[src/logic/axi_bus_pkg.sv]
/*
 * AXI4 channel types and codes for the bridge master port.
 * Only the fields a single-beat master needs are carried.
 */
package axi_bus_pkg;

   localparam int unsigned AXI_ADDR_WIDTH = 32;
   localparam int unsigned AXI_DATA_WIDTH = 64;
   localparam int unsigned AXI_STRB_WIDTH = AXI_DATA_WIDTH / 8;
   localparam int unsigned AXI_ID_WIDTH   = 2;

   // Burst and response encodings
   localparam logic [1:0] BURST_INCR  = 2'b01;
   localparam logic [1:0] RESP_OKAY   = 2'b00;
   localparam logic [1:0] RESP_SLVERR = 2'b10;

   // Atomics other than LR/SC land here and get SLVERR
   localparam logic [AXI_ADDR_WIDTH-1:0] ERR_REGION_BASE = 32'h1B00_0000;

   // ****************************************
   // Channel payloads
   // ****************************************
   // Shared by AW and AR
   typedef struct packed {
      logic [AXI_ADDR_WIDTH-1:0] addr;
      logic [2:0]                size;
      logic [7:0]                len;
      logic [1:0]                burst;
      logic                      lock;
      logic [AXI_ID_WIDTH-1:0]   id;
   } axi_ax_t;

   typedef struct packed {
      logic [AXI_DATA_WIDTH-1:0] data;
      logic [AXI_STRB_WIDTH-1:0] strb;
      logic                      last;
   } axi_w_t;

   typedef struct packed {
      logic [1:0]              resp;
      logic [AXI_ID_WIDTH-1:0] id;
   } axi_b_t;

   typedef struct packed {
      logic [AXI_DATA_WIDTH-1:0] data;
      logic [1:0]                resp;
      logic [AXI_ID_WIDTH-1:0]   id;
      logic                      last;
   } axi_r_t;

endpackage

[src/logic/per_bus_pkg.sv]
/*
 * Peripheral interconnect types shared by the cores and the bridge.
 * Holds the request and response structs, core count and AMO opcodes.
 */
package per_bus_pkg;

   localparam int unsigned NB_CORES          = 4;
   localparam int unsigned PER_ID_WIDTH      = NB_CORES;
   localparam int unsigned CORE_IDX_WIDTH    = $clog2(NB_CORES);
   // Counter must reach NB_CORES itself
   localparam int unsigned OUTST_CNT_WIDTH   = $clog2(NB_CORES + 1);

   // ****************************************
   // Request and response
   // ****************************************
   typedef struct packed {
      logic                    req;
      logic [31:0]             add;
      logic                    wen;    // low for write
      logic [5:0]              atop;   // bit 5 flags an atomic
      logic [31:0]             wdata;
      logic [3:0]              be;
      logic [PER_ID_WIDTH-1:0] id;     // one-hot requester
   } per_req_t;

   typedef struct packed {
      logic        r_valid;
      logic [31:0] r_rdata;
      logic        r_opc;              // error flag
   } per_resp_t;

   // ****************************************
   // Atomic opcodes, atop[4:0]
   // ****************************************
   localparam logic [4:0] AMO_LR   = 5'b00010;
   localparam logic [4:0] AMO_SC   = 5'b00011;
   localparam logic [4:0] AMO_SWAP = 5'b00001;
   localparam logic [4:0] AMO_ADD  = 5'b00000;
   localparam logic [4:0] AMO_XOR  = 5'b00100;
   localparam logic [4:0] AMO_AND  = 5'b01100;
   localparam logic [4:0] AMO_OR   = 5'b01000;
   localparam logic [4:0] AMO_MIN  = 5'b10000;
   localparam logic [4:0] AMO_MAX  = 5'b10100;
   localparam logic [4:0] AMO_MINU = 5'b11000;
   localparam logic [4:0] AMO_MAXU = 5'b11100;

endpackage
[src/logic/per2axi_bridge.sv]
/*
 * Peripheral to AXI4 bridge top. Arbiter, request channel, response
 * channel and busy counter wired together, nothing else.
 */
`timescale 1ns/1ps

module per2axi_bridge (
   input  logic                                                 clk_i,
   input  logic                                                 rst_n_i,

   // Core side
   input  per_bus_pkg::per_req_t  [per_bus_pkg::NB_CORES-1:0]   per_req_i,
   output logic                   [per_bus_pkg::NB_CORES-1:0]   per_gnt_o,
   output per_bus_pkg::per_resp_t [per_bus_pkg::NB_CORES-1:0]   per_resp_o,

   // ****************************************
   // AXI4 master
   // ****************************************
   output logic                                                 aw_valid_o,
   output axi_bus_pkg::axi_ax_t                                 aw_o,
   input  logic                                                 aw_ready_i,
   output logic                                                 w_valid_o,
   output axi_bus_pkg::axi_w_t                                  w_o,
   input  logic                                                 w_ready_i,
   output logic                                                 ar_valid_o,
   output axi_bus_pkg::axi_ax_t                                 ar_o,
   input  logic                                                 ar_ready_i,
   input  logic                                                 b_valid_i,
   input  axi_bus_pkg::axi_b_t                                  b_i,
   input  logic                                                 r_valid_i,
   input  axi_bus_pkg::axi_r_t                                  r_i,

   output logic                                                 busy_o
);

   per_bus_pkg::per_req_t                  arb_req;
   logic                                   arb_gnt;
   logic                                   trans_req;
   logic [axi_bus_pkg::AXI_ID_WIDTH-1:0]   trans_id;
   logic [axi_bus_pkg::AXI_ADDR_WIDTH-1:0] trans_add;

   per_arbiter u_arbiter (
      .clk_i      (clk_i),
      .rst_n_i    (rst_n_i),
      .core_req_i (per_req_i),
      .core_gnt_o (per_gnt_o),
      .bus_req_o  (arb_req),
      .bus_gnt_i  (arb_gnt)
   );

   per2axi_req_channel u_req_channel (
      .clk_i       (clk_i),
      .rst_n_i     (rst_n_i),
      .req_i       (arb_req),
      .gnt_o       (arb_gnt),
      .aw_valid_o  (aw_valid_o),
      .aw_o        (aw_o),
      .aw_ready_i  (aw_ready_i),
      .w_valid_o   (w_valid_o),
      .w_o         (w_o),
      .w_ready_i   (w_ready_i),
      .ar_valid_o  (ar_valid_o),
      .ar_o        (ar_o),
      .ar_ready_i  (ar_ready_i),
      .trans_req_o (trans_req),
      .trans_id_o  (trans_id),
      .trans_add_o (trans_add)
   );

   per2axi_res_channel u_res_channel (
      .clk_i       (clk_i),
      .rst_n_i     (rst_n_i),
      .b_valid_i   (b_valid_i),
      .b_i         (b_i),
      .r_valid_i   (r_valid_i),
      .r_i         (r_i),
      .trans_req_i (trans_req),
      .trans_id_i  (trans_id),
      .trans_add_i (trans_add),
      .core_resp_o (per_resp_o)
   );

   // AW/AR valids only rise with ready and B/R are always taken,
   // so each valid is already a handshake
   per2axi_busy_unit u_busy_unit (
      .clk_i   (clk_i),
      .rst_n_i (rst_n_i),
      .aw_hs_i (aw_valid_o),
      .ar_hs_i (ar_valid_o),
      .b_hs_i  (b_valid_i),
      .r_hs_i  (r_valid_i),
      .busy_o  (busy_o)
   );

endmodule

[src/logic/per2axi_busy_unit.sv]
/*
 * Outstanding transaction counter. busy_o follows the registered
 * count, so it moves one cycle after the handshake.
 */
`timescale 1ns/1ps

module per2axi_busy_unit (
   input  logic clk_i,
   input  logic rst_n_i,
   input  logic aw_hs_i,
   input  logic ar_hs_i,
   input  logic b_hs_i,
   input  logic r_hs_i,
   output logic busy_o
);

   logic [per_bus_pkg::OUTST_CNT_WIDTH-1:0] cnt_q, cnt_d;

   // Up on address accept, down on response
   assign cnt_d = cnt_q
                + per_bus_pkg::OUTST_CNT_WIDTH'(aw_hs_i)
                + per_bus_pkg::OUTST_CNT_WIDTH'(ar_hs_i)
                - per_bus_pkg::OUTST_CNT_WIDTH'(b_hs_i)
                - per_bus_pkg::OUTST_CNT_WIDTH'(r_hs_i);

   always_ff @(posedge clk_i or negedge rst_n_i) begin
      if (!rst_n_i) begin
         cnt_q <= '0;
      end else begin
         cnt_q <= cnt_d;
      end
   end

   assign busy_o = (cnt_q != '0);

   a_no_orphan_resp: assert property (@(posedge clk_i) disable iff (!rst_n_i)
      (b_hs_i || r_hs_i) |-> (cnt_q != '0))
      else $error("response with no transaction outstanding");

endmodule

[src/logic/per2axi_res_channel.sv]
/*
 * Response side of the bridge. Routes AXI B and R beats back to the
 * issuing core one cycle later, picking the read half per ID.
 */
`timescale 1ns/1ps

module per2axi_res_channel (
   input  logic                                                 clk_i,
   input  logic                                                 rst_n_i,

   input  logic                                                 b_valid_i,
   input  axi_bus_pkg::axi_b_t                                  b_i,
   input  logic                                                 r_valid_i,
   input  axi_bus_pkg::axi_r_t                                  r_i,

   input  logic                                                 trans_req_i,
   input  logic [axi_bus_pkg::AXI_ID_WIDTH-1:0]                 trans_id_i,
   input  logic [axi_bus_pkg::AXI_ADDR_WIDTH-1:0]               trans_add_i,

   output per_bus_pkg::per_resp_t [per_bus_pkg::NB_CORES-1:0]   core_resp_o
);

   // add[2] of the outstanding read, one entry per ID
   logic [2**axi_bus_pkg::AXI_ID_WIDTH-1:0] upper_half_q;

   logic [per_bus_pkg::NB_CORES-1:0] valid_d, valid_q;
   logic [31:0]                      rdata_q;
   logic                             opc_q;
   logic [1:0]                       resp;

   always_ff @(posedge clk_i) begin
      if (trans_req_i) begin
         upper_half_q[trans_id_i] <= trans_add_i[2];
      end
   end

   // ****************************************
   // Response routing
   // ****************************************
   always_comb begin
      valid_d = '0;
      resp    = r_i.resp;
      if (b_valid_i) begin
         valid_d[b_i.id] = 1'b1;
         resp            = b_i.resp;
      end else if (r_valid_i) begin
         valid_d[r_i.id] = 1'b1;
      end
   end

   always_ff @(posedge clk_i or negedge rst_n_i) begin
      if (!rst_n_i) begin
         valid_q <= '0;
      end else begin
         valid_q <= valid_d;
      end
   end

   // Payload shared by all cores, only the valid is routed
   always_ff @(posedge clk_i) begin
      if (b_valid_i || r_valid_i) begin
         opc_q <= (resp == axi_bus_pkg::RESP_SLVERR);
      end
      if (r_valid_i && !b_valid_i) begin
         rdata_q <= upper_half_q[r_i.id] ? r_i.data[63:32] : r_i.data[31:0];
      end
   end

   always_comb begin
      for (int c = 0; c < per_bus_pkg::NB_CORES; c++) begin
         core_resp_o[c].r_valid = valid_q[c];
         core_resp_o[c].r_rdata = rdata_q;
         core_resp_o[c].r_opc   = opc_q;
      end
   end

   // Memory model hands back one response at a time
   a_b_r_exclusive: assert property (@(posedge clk_i) disable iff (!rst_n_i)
      !(b_valid_i && r_valid_i))
      else $error("B and R responses in the same cycle");

endmodule

[src/logic/per2axi_req_channel.sv]
/*
 * Request side of the bridge. Maps one granted peripheral request
 * onto single-beat AXI AW/W or AR, purely combinational.
 */
`timescale 1ns/1ps

module per2axi_req_channel (
   input  logic                                     clk_i,
   input  logic                                     rst_n_i,

   input  per_bus_pkg::per_req_t                    req_i,
   output logic                                     gnt_o,

   output logic                                     aw_valid_o,
   output axi_bus_pkg::axi_ax_t                     aw_o,
   input  logic                                     aw_ready_i,

   output logic                                     w_valid_o,
   output axi_bus_pkg::axi_w_t                      w_o,
   input  logic                                     w_ready_i,

   output logic                                     ar_valid_o,
   output axi_bus_pkg::axi_ax_t                     ar_o,
   input  logic                                     ar_ready_i,

   output logic                                     trans_req_o,
   output logic [axi_bus_pkg::AXI_ID_WIDTH-1:0]     trans_id_o,
   output logic [axi_bus_pkg::AXI_ADDR_WIDTH-1:0]   trans_add_o
);

   logic [axi_bus_pkg::AXI_ID_WIDTH-1:0] id_bin;
   logic [2:0]                           size;

   // ****************************************
   // Valid generation
   // ****************************************
   // Valids only rise when the slave is ready, so they never wait
   always_comb begin
      aw_valid_o = 1'b0;
      w_valid_o  = 1'b0;
      ar_valid_o = 1'b0;
      if (req_i.req && !req_i.wen && aw_ready_i && w_ready_i) begin
         aw_valid_o = 1'b1;
         w_valid_o  = 1'b1;
      end else if (req_i.req && req_i.wen && ar_ready_i) begin
         ar_valid_o = 1'b1;
      end
   end

   assign gnt_o = aw_ready_i && ar_ready_i;

   // One-hot to binary
   always_comb begin
      id_bin = '0;
      for (int i = 0; i < per_bus_pkg::PER_ID_WIDTH; i++) begin
         if (req_i.id[i]) begin
            id_bin = axi_bus_pkg::AXI_ID_WIDTH'(i);
         end
      end
   end

   // Size from byte enables
   always_comb begin
      if (req_i.be == (4'b0001 << req_i.add[1:0])) begin
         size = 3'd0;
      end else if ((req_i.add[1:0] == 2'b00 && req_i.be == 4'b0011) ||
                   (req_i.add[1:0] == 2'b10 && req_i.be == 4'b1100)) begin
         size = 3'd1;
      end else begin
         size = 3'd2;
      end
   end

   // ****************************************
   // Address channels and atomics
   // ****************************************
   always_comb begin
      aw_o.addr  = req_i.add;
      aw_o.size  = size;
      aw_o.len   = 8'd0;
      aw_o.burst = axi_bus_pkg::BURST_INCR;
      aw_o.lock  = 1'b0;
      aw_o.id    = id_bin;
      ar_o       = aw_o;
      if (req_i.atop[5]) begin
         case (req_i.atop[4:0])
            per_bus_pkg::AMO_LR: ar_o.lock = 1'b1;
            per_bus_pkg::AMO_SC: aw_o.lock = 1'b1;
            per_bus_pkg::AMO_SWAP, per_bus_pkg::AMO_ADD, per_bus_pkg::AMO_XOR,
            per_bus_pkg::AMO_AND, per_bus_pkg::AMO_OR, per_bus_pkg::AMO_MIN,
            per_bus_pkg::AMO_MAX, per_bus_pkg::AMO_MINU, per_bus_pkg::AMO_MAXU: begin
               // No atomic unit downstream so the error slave takes them
               aw_o.addr = axi_bus_pkg::ERR_REGION_BASE + {20'b0, req_i.add[11:0]};
            end
            default: ;
         endcase
      end
   end

   // Lane placement on the 64-bit bus
   always_comb begin
      w_o.last = w_valid_o;
      if (!req_i.add[2]) begin
         w_o.data = {32'b0, req_i.wdata};
         w_o.strb = {4'b0, req_i.be};
      end else begin
         w_o.data = {req_i.wdata, 32'b0};
         w_o.strb = {req_i.be, 4'b0};
      end
   end

   // Read half is remembered by the response channel
   assign trans_req_o = ar_valid_o;
   assign trans_id_o  = ar_o.id;
   assign trans_add_o = ar_o.addr;

   a_be_addressed: assert property (@(posedge clk_i) disable iff (!rst_n_i)
      req_i.req |-> req_i.be[req_i.add[1:0]])
      else $error("addressed byte not enabled");

   a_be_no_lower: assert property (@(posedge clk_i) disable iff (!rst_n_i)
      req_i.req |-> ((req_i.be & ((4'b0001 << req_i.add[1:0]) - 4'b0001)) == 4'b0000))
      else $error("byte enabled below addressed byte");

endmodule

[src/logic/per_arbiter.sv]
/*
 * Round-robin arbiter folding the core request ports onto one
 * peripheral port. Combinational select, pointer advances on grant.
 */
`timescale 1ns/1ps

module per_arbiter (
   input  logic                                                clk_i,
   input  logic                                                rst_n_i,
   input  per_bus_pkg::per_req_t [per_bus_pkg::NB_CORES-1:0]   core_req_i,
   output logic [per_bus_pkg::NB_CORES-1:0]                    core_gnt_o,
   output per_bus_pkg::per_req_t                               bus_req_o,
   input  logic                                                bus_gnt_i
);

   logic [per_bus_pkg::CORE_IDX_WIDTH-1:0] ptr_q;
   logic [per_bus_pkg::CORE_IDX_WIDTH-1:0] win_idx;
   logic                                   found;
   logic [per_bus_pkg::NB_CORES-1:0]       req_vec;

   always_comb begin
      for (int k = 0; k < per_bus_pkg::NB_CORES; k++) begin
         req_vec[k] = core_req_i[k].req;
      end
   end

   // First requester at or after the pointer
   always_comb begin
      int unsigned idx;
      found   = 1'b0;
      win_idx = ptr_q;
      for (int k = 0; k < per_bus_pkg::NB_CORES; k++) begin
         idx = (int'(ptr_q) + k) % per_bus_pkg::NB_CORES;
         if (!found && core_req_i[idx].req) begin
            found   = 1'b1;
            win_idx = idx[per_bus_pkg::CORE_IDX_WIDTH-1:0];
         end
      end
   end

   // Forward the winner with its ID rewritten to its own index
   always_comb begin
      bus_req_o     = core_req_i[win_idx];
      bus_req_o.req = found;
      bus_req_o.id  = '0;
      if (found) begin
         bus_req_o.id[win_idx] = 1'b1;
      end
   end

   always_comb begin
      core_gnt_o = '0;
      if (found && bus_gnt_i) begin
         core_gnt_o[win_idx] = 1'b1;
      end
   end

   always_ff @(posedge clk_i or negedge rst_n_i) begin
      if (!rst_n_i) begin
         ptr_q <= '0;
      end else if (found && bus_gnt_i) begin
         if (win_idx == per_bus_pkg::CORE_IDX_WIDTH'(per_bus_pkg::NB_CORES - 1)) begin
            ptr_q <= '0;
         end else begin
            ptr_q <= win_idx + 1'b1;
         end
      end
   end

   a_gnt_onehot: assert property (@(posedge clk_i) disable iff (!rst_n_i)
      $onehot0(core_gnt_o))
      else $error("core grant not one-hot");

   // A waiting core keeps its request up until it is granted
   a_req_held: assert property (@(posedge clk_i) disable iff (!rst_n_i)
      (($past(req_vec & ~core_gnt_o) & ~req_vec) == '0))
      else $error("core dropped its request before the grant");

endmodule

[config.mk]
export PLATFORM = sky130hd
export DESIGN_NAME = per2axi_bridge
export DESIGN_NICKNAME = d
export VERILOG_FILES = /design/src/logic/axi_bus_pkg.sv /design/src/logic/per_bus_pkg.sv /design/src/logic/per2axi_bridge.sv /design/src/logic/per2axi_busy_unit.sv /design/src/logic/per2axi_res_channel.sv /design/src/logic/per2axi_req_channel.sv /design/src/logic/per_arbiter.sv
export SDC_FILE = /design/constraint.sdc
export NUM_CORES = 1
export LEC_CHECK = 0
export ABC_AREA = 1
export BUFFER_PORTS_ARGS = -buffer_cell sky130_fd_sc_hd__buf_2
export CELL_PAD_IN_SITES_DETAIL_PLACEMENT = 1
export CELL_PAD_IN_SITES_GLOBAL_PLACEMENT = 1
export CORE_AREA = 10 10 270 272
export DETAILED_ROUTE_END_ITERATION = 10
export DIE_AREA = 0 0 280 282
export PLACE_DENSITY = 0.56
export SYNTH_ARGS = -nofsm -noshare
export SYNTH_HDL_FRONTEND = slang
export SYNTH_SLANG_ARGS = --single-unit
export TNS_END_PERCENT = 30
[constraint.sdc]
create_clock -name clk_i -period 3.6 [get_ports clk_i]
set_input_delay 0.54 -clock clk_i [delete_from_list [all_inputs] [get_ports clk_i]]
set_output_delay 0.54 -clock clk_i [all_outputs]
set_load 0.03 [all_outputs]
# Yosys cells after proc, flatten, opt, wreduce, memory -nomap -nowiden
# Index checks and enable logic that the tools add are counted.
totals:
  word_cells: 122
  ff_bits: 46
  out_inout_bits: 313
  input_bits: 400
classes:
  shift: 1
  n_mux: 50
  n_addsub: 9
  n_reduce_logical: 28
  eq_ne: 16
  magnitude_cmp: 12
ops:
  columns: ["operator", "n"]
  rows:
  - ["$bmux 80 s2", 5]
  - ["$mux 80", 4]
  - ["$mux 32", 3]
  - ["$mux 79", 1]
  - ["$mux 72", 1]
  - ["$add 29x12->30 const A", 1]
  - ["$lt 2x3->1 const B", 8]
  - ["$eq 5x5->1 const B", 4]
  - ["$logic_and 1x1->1", 17]
  - ["$mux 1", 17]
  - ["$mux 2", 8]
  - ["$mux 4", 4]
  - ["$eq 5x2->1 const B", 2]
  - ["$eq 5x4->1 const B", 2]
  - ["$reduce_or 9->1", 1]
  - ["$demux 1 s2", 4]
  - ["$ge 2x1->1 const B", 4]
  - ["$add 3x1->3", 2]
  - ["$eq 2x2->1 const B", 3]
  - ["$sub 3x1->3", 2]
  - ["$eq 5x1->1 const B", 1]
  - ["$eq 5x3->1 const B", 1]
  - ["$logic_not 1->1", 5]
  - ["$logic_not 5->1", 1]
  - ["other kinds (12)", 15]

# Logic depth before layout (Yosys ltp)
# Gate-level depths: netlist of the first run.
logic_depth:
  ltp_word: 25
  mapped_depth: 24
  depth_no_buf: 21

# Hierarchy
# A second synthesis of the first run with hierarchy kept.
unflattened:
  cells_unflattened: 1486
  hier_area_um2: 8112.8
by_module_without_submodules:
  columns: ["module", "area_each_um2", "seq_area_each_um2", "instances", "cells_each"]
  rows:
  - ["per_arbiter", 3515.9, 50.0, 1, 835]
  - ["per2axi_res_channel", 2617.5, 1211.2, 1, 281]
  - ["per2axi_req_channel", 1775.5, 0.0, 1, 347]
  - ["per2axi_busy_unit", 203.9, 75.1, 1, 23]

# Worst setup path before layout of the first run
# Ideal clock, no wire load.
synth_path:
  kind: "register to output"
  start: "register u_arbiter.ptr_q[1] (netlist bit)"
  end: "output port aw_o[14] (netlist bit)"
  path_slack_ps: -131
  path_stages_with_launch: 22
  n_path_buf: 4
  arrival_time_ps: 3191
  t_required_ps: 3060
  path_cell_list: "dfrtp_1 > buf_2 > inv_4 > nand2_1 > nand2_1 > nand2_1 > o21ai_1 > nand3_2 > nand2_1 > nand2_2 > buf_6 > buf_8 > nand2_1 > nand2_1 > nand2_1 > nand2_1 > nand2_1 > nor2_1 > nand3_1 > nand2_1 > a21oi_1 > buf_4"
synth_rtl:
  columns: ["element", "line", "source"]
  rows:
  - ["start, declared", "per_arbiter.sv:16", "logic [per_bus_pkg::CORE_IDX_WIDTH-1:0] ptr_q;"]
  - ["start signal, assigned", "per_arbiter.sv:65", "ptr_q <= win_idx + 1'b1;"]
  - ["end, declared", "per2axi_bridge.sv:20", "output axi_bus_pkg::axi_ax_t aw_o,"]

==> results of run 1 <==
## layout make-up
| cell class | instances | area (um2) | area share |
|---|---|---|---|
| repair buffers | 781 | 5120 | 0.423 |
| inverters | 58 | 255 | 0.0211 |
| clock buffers | 7 | 143 | 0.0118 |
| clock inverters | 1 | 8.76 | 0.000724 |
| multi-input cells | 691 | 4130 | 0.341 |
| flip-flops and latches | 46 | 1340 | 0.111 |
| well taps | 882 | 1100 | 0.0912 |
| diodes | 1 | 2.50 | 0.000207 |
## cell usage in the layout (no fill, tap or decap), types with 13 or more instances in the layout
| cell type | instances |
|---|---|
| buf_4 | 107 |
| inv_2 | 17 |
| inv_1 | 35 |
| a32o_1 | 16 |
| edfxtp_1 | 37 |
| nand2_4 | 16 |
| nor2_2 | 24 |
| nor2_1 | 93 |
| nand2_2 | 21 |
| o21ai_0 | 21 |
| buf_6 | 46 |
| buf_2 | 588 |
| buf_12 | 18 |
| nand2_1 | 249 |
| a21oi_1 | 55 |
| a32oi_2 | 13 |
| mux2_2 | 32 |
| conb_1 | 22 |
| a32o_2 | 16 |
| nand3_1 | 32 |
## final timing paths
| kind | end | depth (start not counted) |
|---|---|---|
| worst max-delay path | w_o[59] | 18 |
| worst min-delay path | u_busy_unit.cnt_q[1]$_DFF_PN0_ | 1 |
| worst max register to register | u_busy_unit.cnt_q[2]$_DFF_PN0_ | 20 |
| worst min register to register | u_busy_unit.cnt_q[0]$_DFF_PN0_ | 1 |
| max in group asynchronous | u_arbiter.ptr_q[0]$_DFFE_PN0P_ | 1 |
| min in group clk_i | u_res_channel.valid_q[0]$_DFF_PN0_ | 2 |
## state kept, by name, indices dropped and copies added, names as in the netlist
name	cells
u_res_channel.rdata_q	32
u_arbiter.ptr_q	2
u_res_channel.valid_q	4
u_res_channel.upper_half_q	4
u_busy_unit.cnt_q	3
u_res_channel.opc_q	1
## synth_stat cells (all sizes together) (3+ instances only)
cell type / n / area [um2]
a32o: 32 / 320
edfxtp: 37 / 1110
nor2: 127 / 484
clkbuf: 13 / 48.8
buf: 190 / 1420
a32oi: 21 / 259
nand3: 39 / 205
o211ai: 3 / 32.5
o22ai: 12 / 75.1
o32ai: 4 / 35.0
ha: 8 / 100
o21ai: 30 / 154
a21oi: 58 / 290
nand2: 287 / 1080
dfrtp: 9 / 225
mux2: 32 / 360
inv: 57 / 216
nor3: 4 / 20.0
o31ai: 4 / 30.0
## layer usage
layer  vias to the layer above  wire (um)
met5                         -         32
met4                         4       1840
met3                        78       4640
met2                       526      29400
met1                      4483      18700
li1                       4306          -
## stage by stage
stage                      util  cells  TNS [ns]  setup slack [ns]  hold WS (ns)
final                     0.179   2467   -0.0216          -0.00882        0.0941
after global routing      0.179   2466    -14.05            -0.207         0.102
after CTS                 0.161   2426    -0.103           -0.0313        0.0862
after detailed placement  0.151   2406     -2.41            -0.153         0.419
after global placement    0.151   2406     -1.12           -0.0776         0.415
after floorplan               -    997         0            0.0969         0.244
## cell families after synthesis
family | after synthesis | synth area share
AND/OR/NAND/NOR | 459 | 0.275
XOR/XNOR | 2 | 0.00267
AO/OA/AOI/OAI | 164 | 0.182
adder cells (fa/ha/maj) | 10 | 0.0214
other | 2 | 0.00114
multiplexers | 33 | 0.0564
flip-flops | 46 | 0.204
buffers and inverters | 261 | 0.257
## timing repair
action	4_1_cts	5_1_grt
endpoints found under the hold margin	0	0
gates resized for setup	83	278
endpoints found under the setup margin	139	133
cloned	5	8
pin swaps	3	12
buffers inserted	7	32
## critical path, cell delays in order, from the launching register on
cell      delay, ns
dfrtp_2        0.46
clkinv_4       0.12
buf_6          0.15
nand2_1        0.07
nand3_2        0.08
nand2_4        0.11
nand2_2        0.07
nand2_1        0.08
nand2_2        0.09
nand2_8        0.10
nand2_8        0.09
clkinv_8       0.11
buf_16         0.16
nand2_4        0.06
a32oi_4        0.37
inv_4          0.10
buf_12         0.18
nor2_1         0.14
buf_4          0.18
==> flow_summary.yaml, run 1 <==
clock_tree:
  hold_buffers: 0
  cts.sinks: 46
  cts_root_buffer: "clkbuf_16"
  cts_made_buffers: 5
  clk_path_buf_depth: 2
  clkSlewWorstSetupHoldPaths_ns: 0.07
  cts_tree: "yes"
  clk_latency_ns: 0.30
  h-tree-depth: 2
floorplan:
  num_rows: 96
  dieWidth_um: 280
  start_util: 0.0969
  ios: 713
  die_area_mm2: 0.0790
  die_h_um: 282
  core-area_mm2: 0.0677
timing:
  fmax_mhz: 277
  fin_skew_ns: 0.00879
  relSlewSlack: 0.415
  period_minus_slack_ns: 3.61
  rsz0062_at_grt: "yes"
  setup_viol: 3
  tightestPinTransition_ns: 0.878
  hold_viol_final: 0
  worst_slack_ns: -0.00882
  finalCritPeriodShare: 1.00
  drv_slew: 0
global_routing:
  overflow: 0
  grt_util_met3: 0.0342
  gr-max-usage-layer: "met2"
  grt_pass1_wl_um: 71000
  grtUsageMet1: 0.118
  antenna_found_initial: 11
  grt_pass1_vias: 10316
  track_usage: 0.122
  grtUsageMet2: 0.238
  grt_max_degree: 37
detailed_routing:
  drt_iter0_markers: 305
  vias_per_cell: 3.81
  post_drt_wl_per_cell_um: 22.1
  routed_wl_um: 54600
  drcViolationCount: 0
  num_vias: 9397
  dr.pass1.iters: 5
  drtAntennaViolNets: 0
place:
  dpl.hpwl_um: 44900
  portBuffers: 673
  postPlaceCellArea_mm2: 0.0103
  gp_congestion: 0.925
logic_synthesis:
  synth-main-ff-cell: "edfxtp_1"
  ys_seq_area_frac: 0.204
  avgSynthCellArea_um2: 6.72
  synth_cell_type_count: 38
  netlist_instances: 977
  synth-async-reset-ratio: 0.196
  ys_ff_latch: 46
  yosysWarnings: 0
  synth-edff-count: 37
  synth_area_mm2: 0.00656
setup_path:
  timing.rr.start: "u_arbiter.ptr_q[0]$_DFFE_PN0P_"
  crit_path_start_kind: "flop"
  crit_type: "reg -> out"
  worstSetupStartpoint: "u_arbiter.ptr_q[0]$_DFFE_PN0P_"
  cp-end-kind: "primary output"
  critical_path.max_fanout: 17
  required_ns: 3.06
  rrSetupSlack_ns: 0.12
  worst-endpoint-arrival_ns: 3.07
outcome:
  violations: "setup timing"
  outcome: "finished, violations left"
final_layout:
  drive_gt1_frac: 0.614
  fillers: 8410
  synthToLayoutAreaGrowth_pct: 84.4
  nNetsFinal: 1993
  design_area_mm2: 0.0121
hold_path:
  holdCritPathClass: "in -> async"
run:
  drv_cap: 0
Power of run 1 is not shown: default switching activity piles up to over one toggle a cycle in this logic, so the estimate is an artifact.
==> inputs of run 2 (changes only) <==
- CELL_PAD_IN_SITES_DETAIL_PLACEMENT: 1 -> default
- CELL_PAD_IN_SITES_GLOBAL_PLACEMENT: 1 -> default
- CTS_CLUSTER_DIAMETER: default -> 150
- PLACE_DENSITY: 0.56 -> 0.43
==> flow_summary.yaml, run 2 (same netlist as run 1, synthesis figures left out) <==
outcome:
  outcome: "completed"
setup_path:
  path_buf_inv: 10
  required_ns: 3.06
  worst-endpoint-arrival_ns: 3.04
  crit_top_cell: "buf_6"
  cp-end-kind: "primary output"
  worstReg2RegEnd: "u_busy_unit.cnt_q[2]$_DFF_PN0_"
  reg2reg_depth: 20
  cp_cell_sequence: "inv_4 -> buf_12 -> nand2_4 -> nand2_2 -> nand2_2 -> nand2_4 -> nor2_4 -> nand4_1 -> buf_6 -> nand2_8 -> clkinv_16 -> buf_6 -> nand2_1 -> nand2_1 -> inv_1 -> o21ai_4 -> inv_1 -> nand3_4 -> inv_8 -> clkbuf_16 -> nor2_4 -> buf_6"
  timing.rr.start: "u_arbiter.ptr_q[0]$_DFFE_PN0P_"
  cp_slowest_cell: "dfrtp_2"
  critical_path.max_fanout: 7
  rrSetupSlack_ns: 0.11
  critPathMaxStageDelay_ns: 0.45
  worst_path_dominant_cell_family: "buffers and inverters"
  crit_path_start_kind: "flop"
  crit_type: "reg -> out"
clock_tree:
  clkSlewWorstSetupHoldPaths_ns: 0.08
  cts_root_buffer: "clkbuf_16"
  clk_path_buf_depth: 2
  cts.sinks: 46
  cts_made_buffers: 5
  hold_buffers: 0
  cts_tree: "yes"
  clk_latency_ns: 0.30
  h-tree-depth: 2
floorplan:
  ios: 713
  die_h_um: 282
  num_rows: 96
  start_util: 0.0969
  core-area_mm2: 0.0677
  dieWidth_um: 280
  die_area_mm2: 0.0790
global_routing:
  grt_max_degree: 45
  grt_pass1_vias: 9379
  grt_pass1_wl_um: 63500
  antenna_found_initial: 9
  overflow: 0
  track_usage: 0.109
place:
  dpl_worst_slack_ns: -0.0278
  dpl.hpwl_um: 40700
  gp_congestion: 0.826
  portBuffers: 673
hold_path:
  holdCritPathClass: "in -> async"
timing:
  fin_skew_ns: 0.0111
  worst_slack_ns: 0.0239
  drv_slew: 0
  rsz0062_at_grt: "yes"
  fmax_mhz: 280
  relSlewSlack: 0.441
  tightestPinTransition_ns: 0.838
  holdWs_ns: 0.0961
  finalCritPeriodShare: 0.993
  period_minus_slack_ns: 3.58
  setup_viol: 0
  hold_viol_final: 0
final_layout:
  final_cell_mix: "buf_2, nand2_1, nor2_1"
  top_register: "u_res_channel.rdata_q"
  synthToLayoutAreaGrowth_pct: 76.2
  drive_gt1_frac: 0.596
  largest_registers: "u_res_channel.rdata_q: 32 flops, u_res_channel.upper_half_q: 4 flops, u_res_channel.valid_q: 4 flops"
  utilization: 0.171
  nNetsFinal: 1969
  layout_commonest_cell: "buf_2"
  fillers: 7856
  largest_reg_flops: 32
detailed_routing:
  num_vias: 8879
  drtAntennaViolNets: 0
  drt_iter0_markers: 349
  routed_wl_um: 48400
  vias_per_cell: 3.63
  post_drt_wl_per_cell_um: 19.8
  drcViolationCount: 0
  dr.pass1.iters: 4
run:
  drv_cap: 0
## run 2: final cells by class
type | instances | area (um2) | area share
sequential | 46 | 1340 | 0.116
tap | 882 | 1100 | 0.0954
antenna | 2 | 5.00 | 0.000433
timing repair buffer | 758 | 4690 | 0.405
clock inverter | 3 | 23.8 | 0.00206
inverter | 58 | 256 | 0.0222
multi-input combinational | 690 | 4030 | 0.348
clock buffer | 5 | 125 | 0.0108
## run 2: repair_timing
action	CTS	global route
buffers inserted	10	16
gates cloned	3	6
endpoints found under the setup margin	123	132
pin swaps	11	27
gates resized for setup	67	192
## run 2: metal layers
layer / GRT usage / vias to the layer above / wire, um
met5: 0 / - / 0
met4: 0.0334 / 0 / 1110
met3: 0.0309 / 43 / 3810
met2: 0.212 / 503 / 25900
met1: 0.109 / 4083 / 17600
li1: - / 4250 / -
## run 2: worst max path at each step
stage	startpoint	endpoint	slack (ns)	cells after the start
after floorplan	u_arbiter.ptr_q[1]$_DFFE_PN0P_	aw_o[14]	0.1	21
final	u_arbiter.ptr_q[0]$_DFFE_PN0P_	aw_o[33]	0.02	22
after detailed placement	per_req_i[319]	aw_o[34]	-0.03	20
after global routing	u_arbiter.ptr_q[0]$_DFFE_PN0P_	aw_o[33]	-0.15	22
after global placement	per_req_i[239]	aw_o[37]	-0.06	20
after CTS	u_arbiter.ptr_q[0]$_DFFE_PN0P_	aw_o[34]	-0.05	21
## run 2: per-stage QoR
| stage | instances | TNS [ns] | cell area (um2) |
|---|---|---|---|
| after floorplan | 997 | 0 | 6640 |
| final | 2444 | 0 | 11600 |
| after global placement | 2399 | -1.55 | 10200 |
| after detailed placement | 2399 | -0.235 | 10200 |
| after global routing | 2443 | -5.37 | 11600 |
| after CTS | 2420 | -1.26 | 10700 |
## run 2: worst reg2reg max path, delay by kind of cell (launching register included)
family	cells	cell delay, ns
simple gates	9	0.80
flops	1	0.45
buf+inv	5	0.59
compound gates	2	0.32
xor+xnor	1	0.12
fa+ha+maj	3	1.08
Power of run 2 is left out for the same reason.
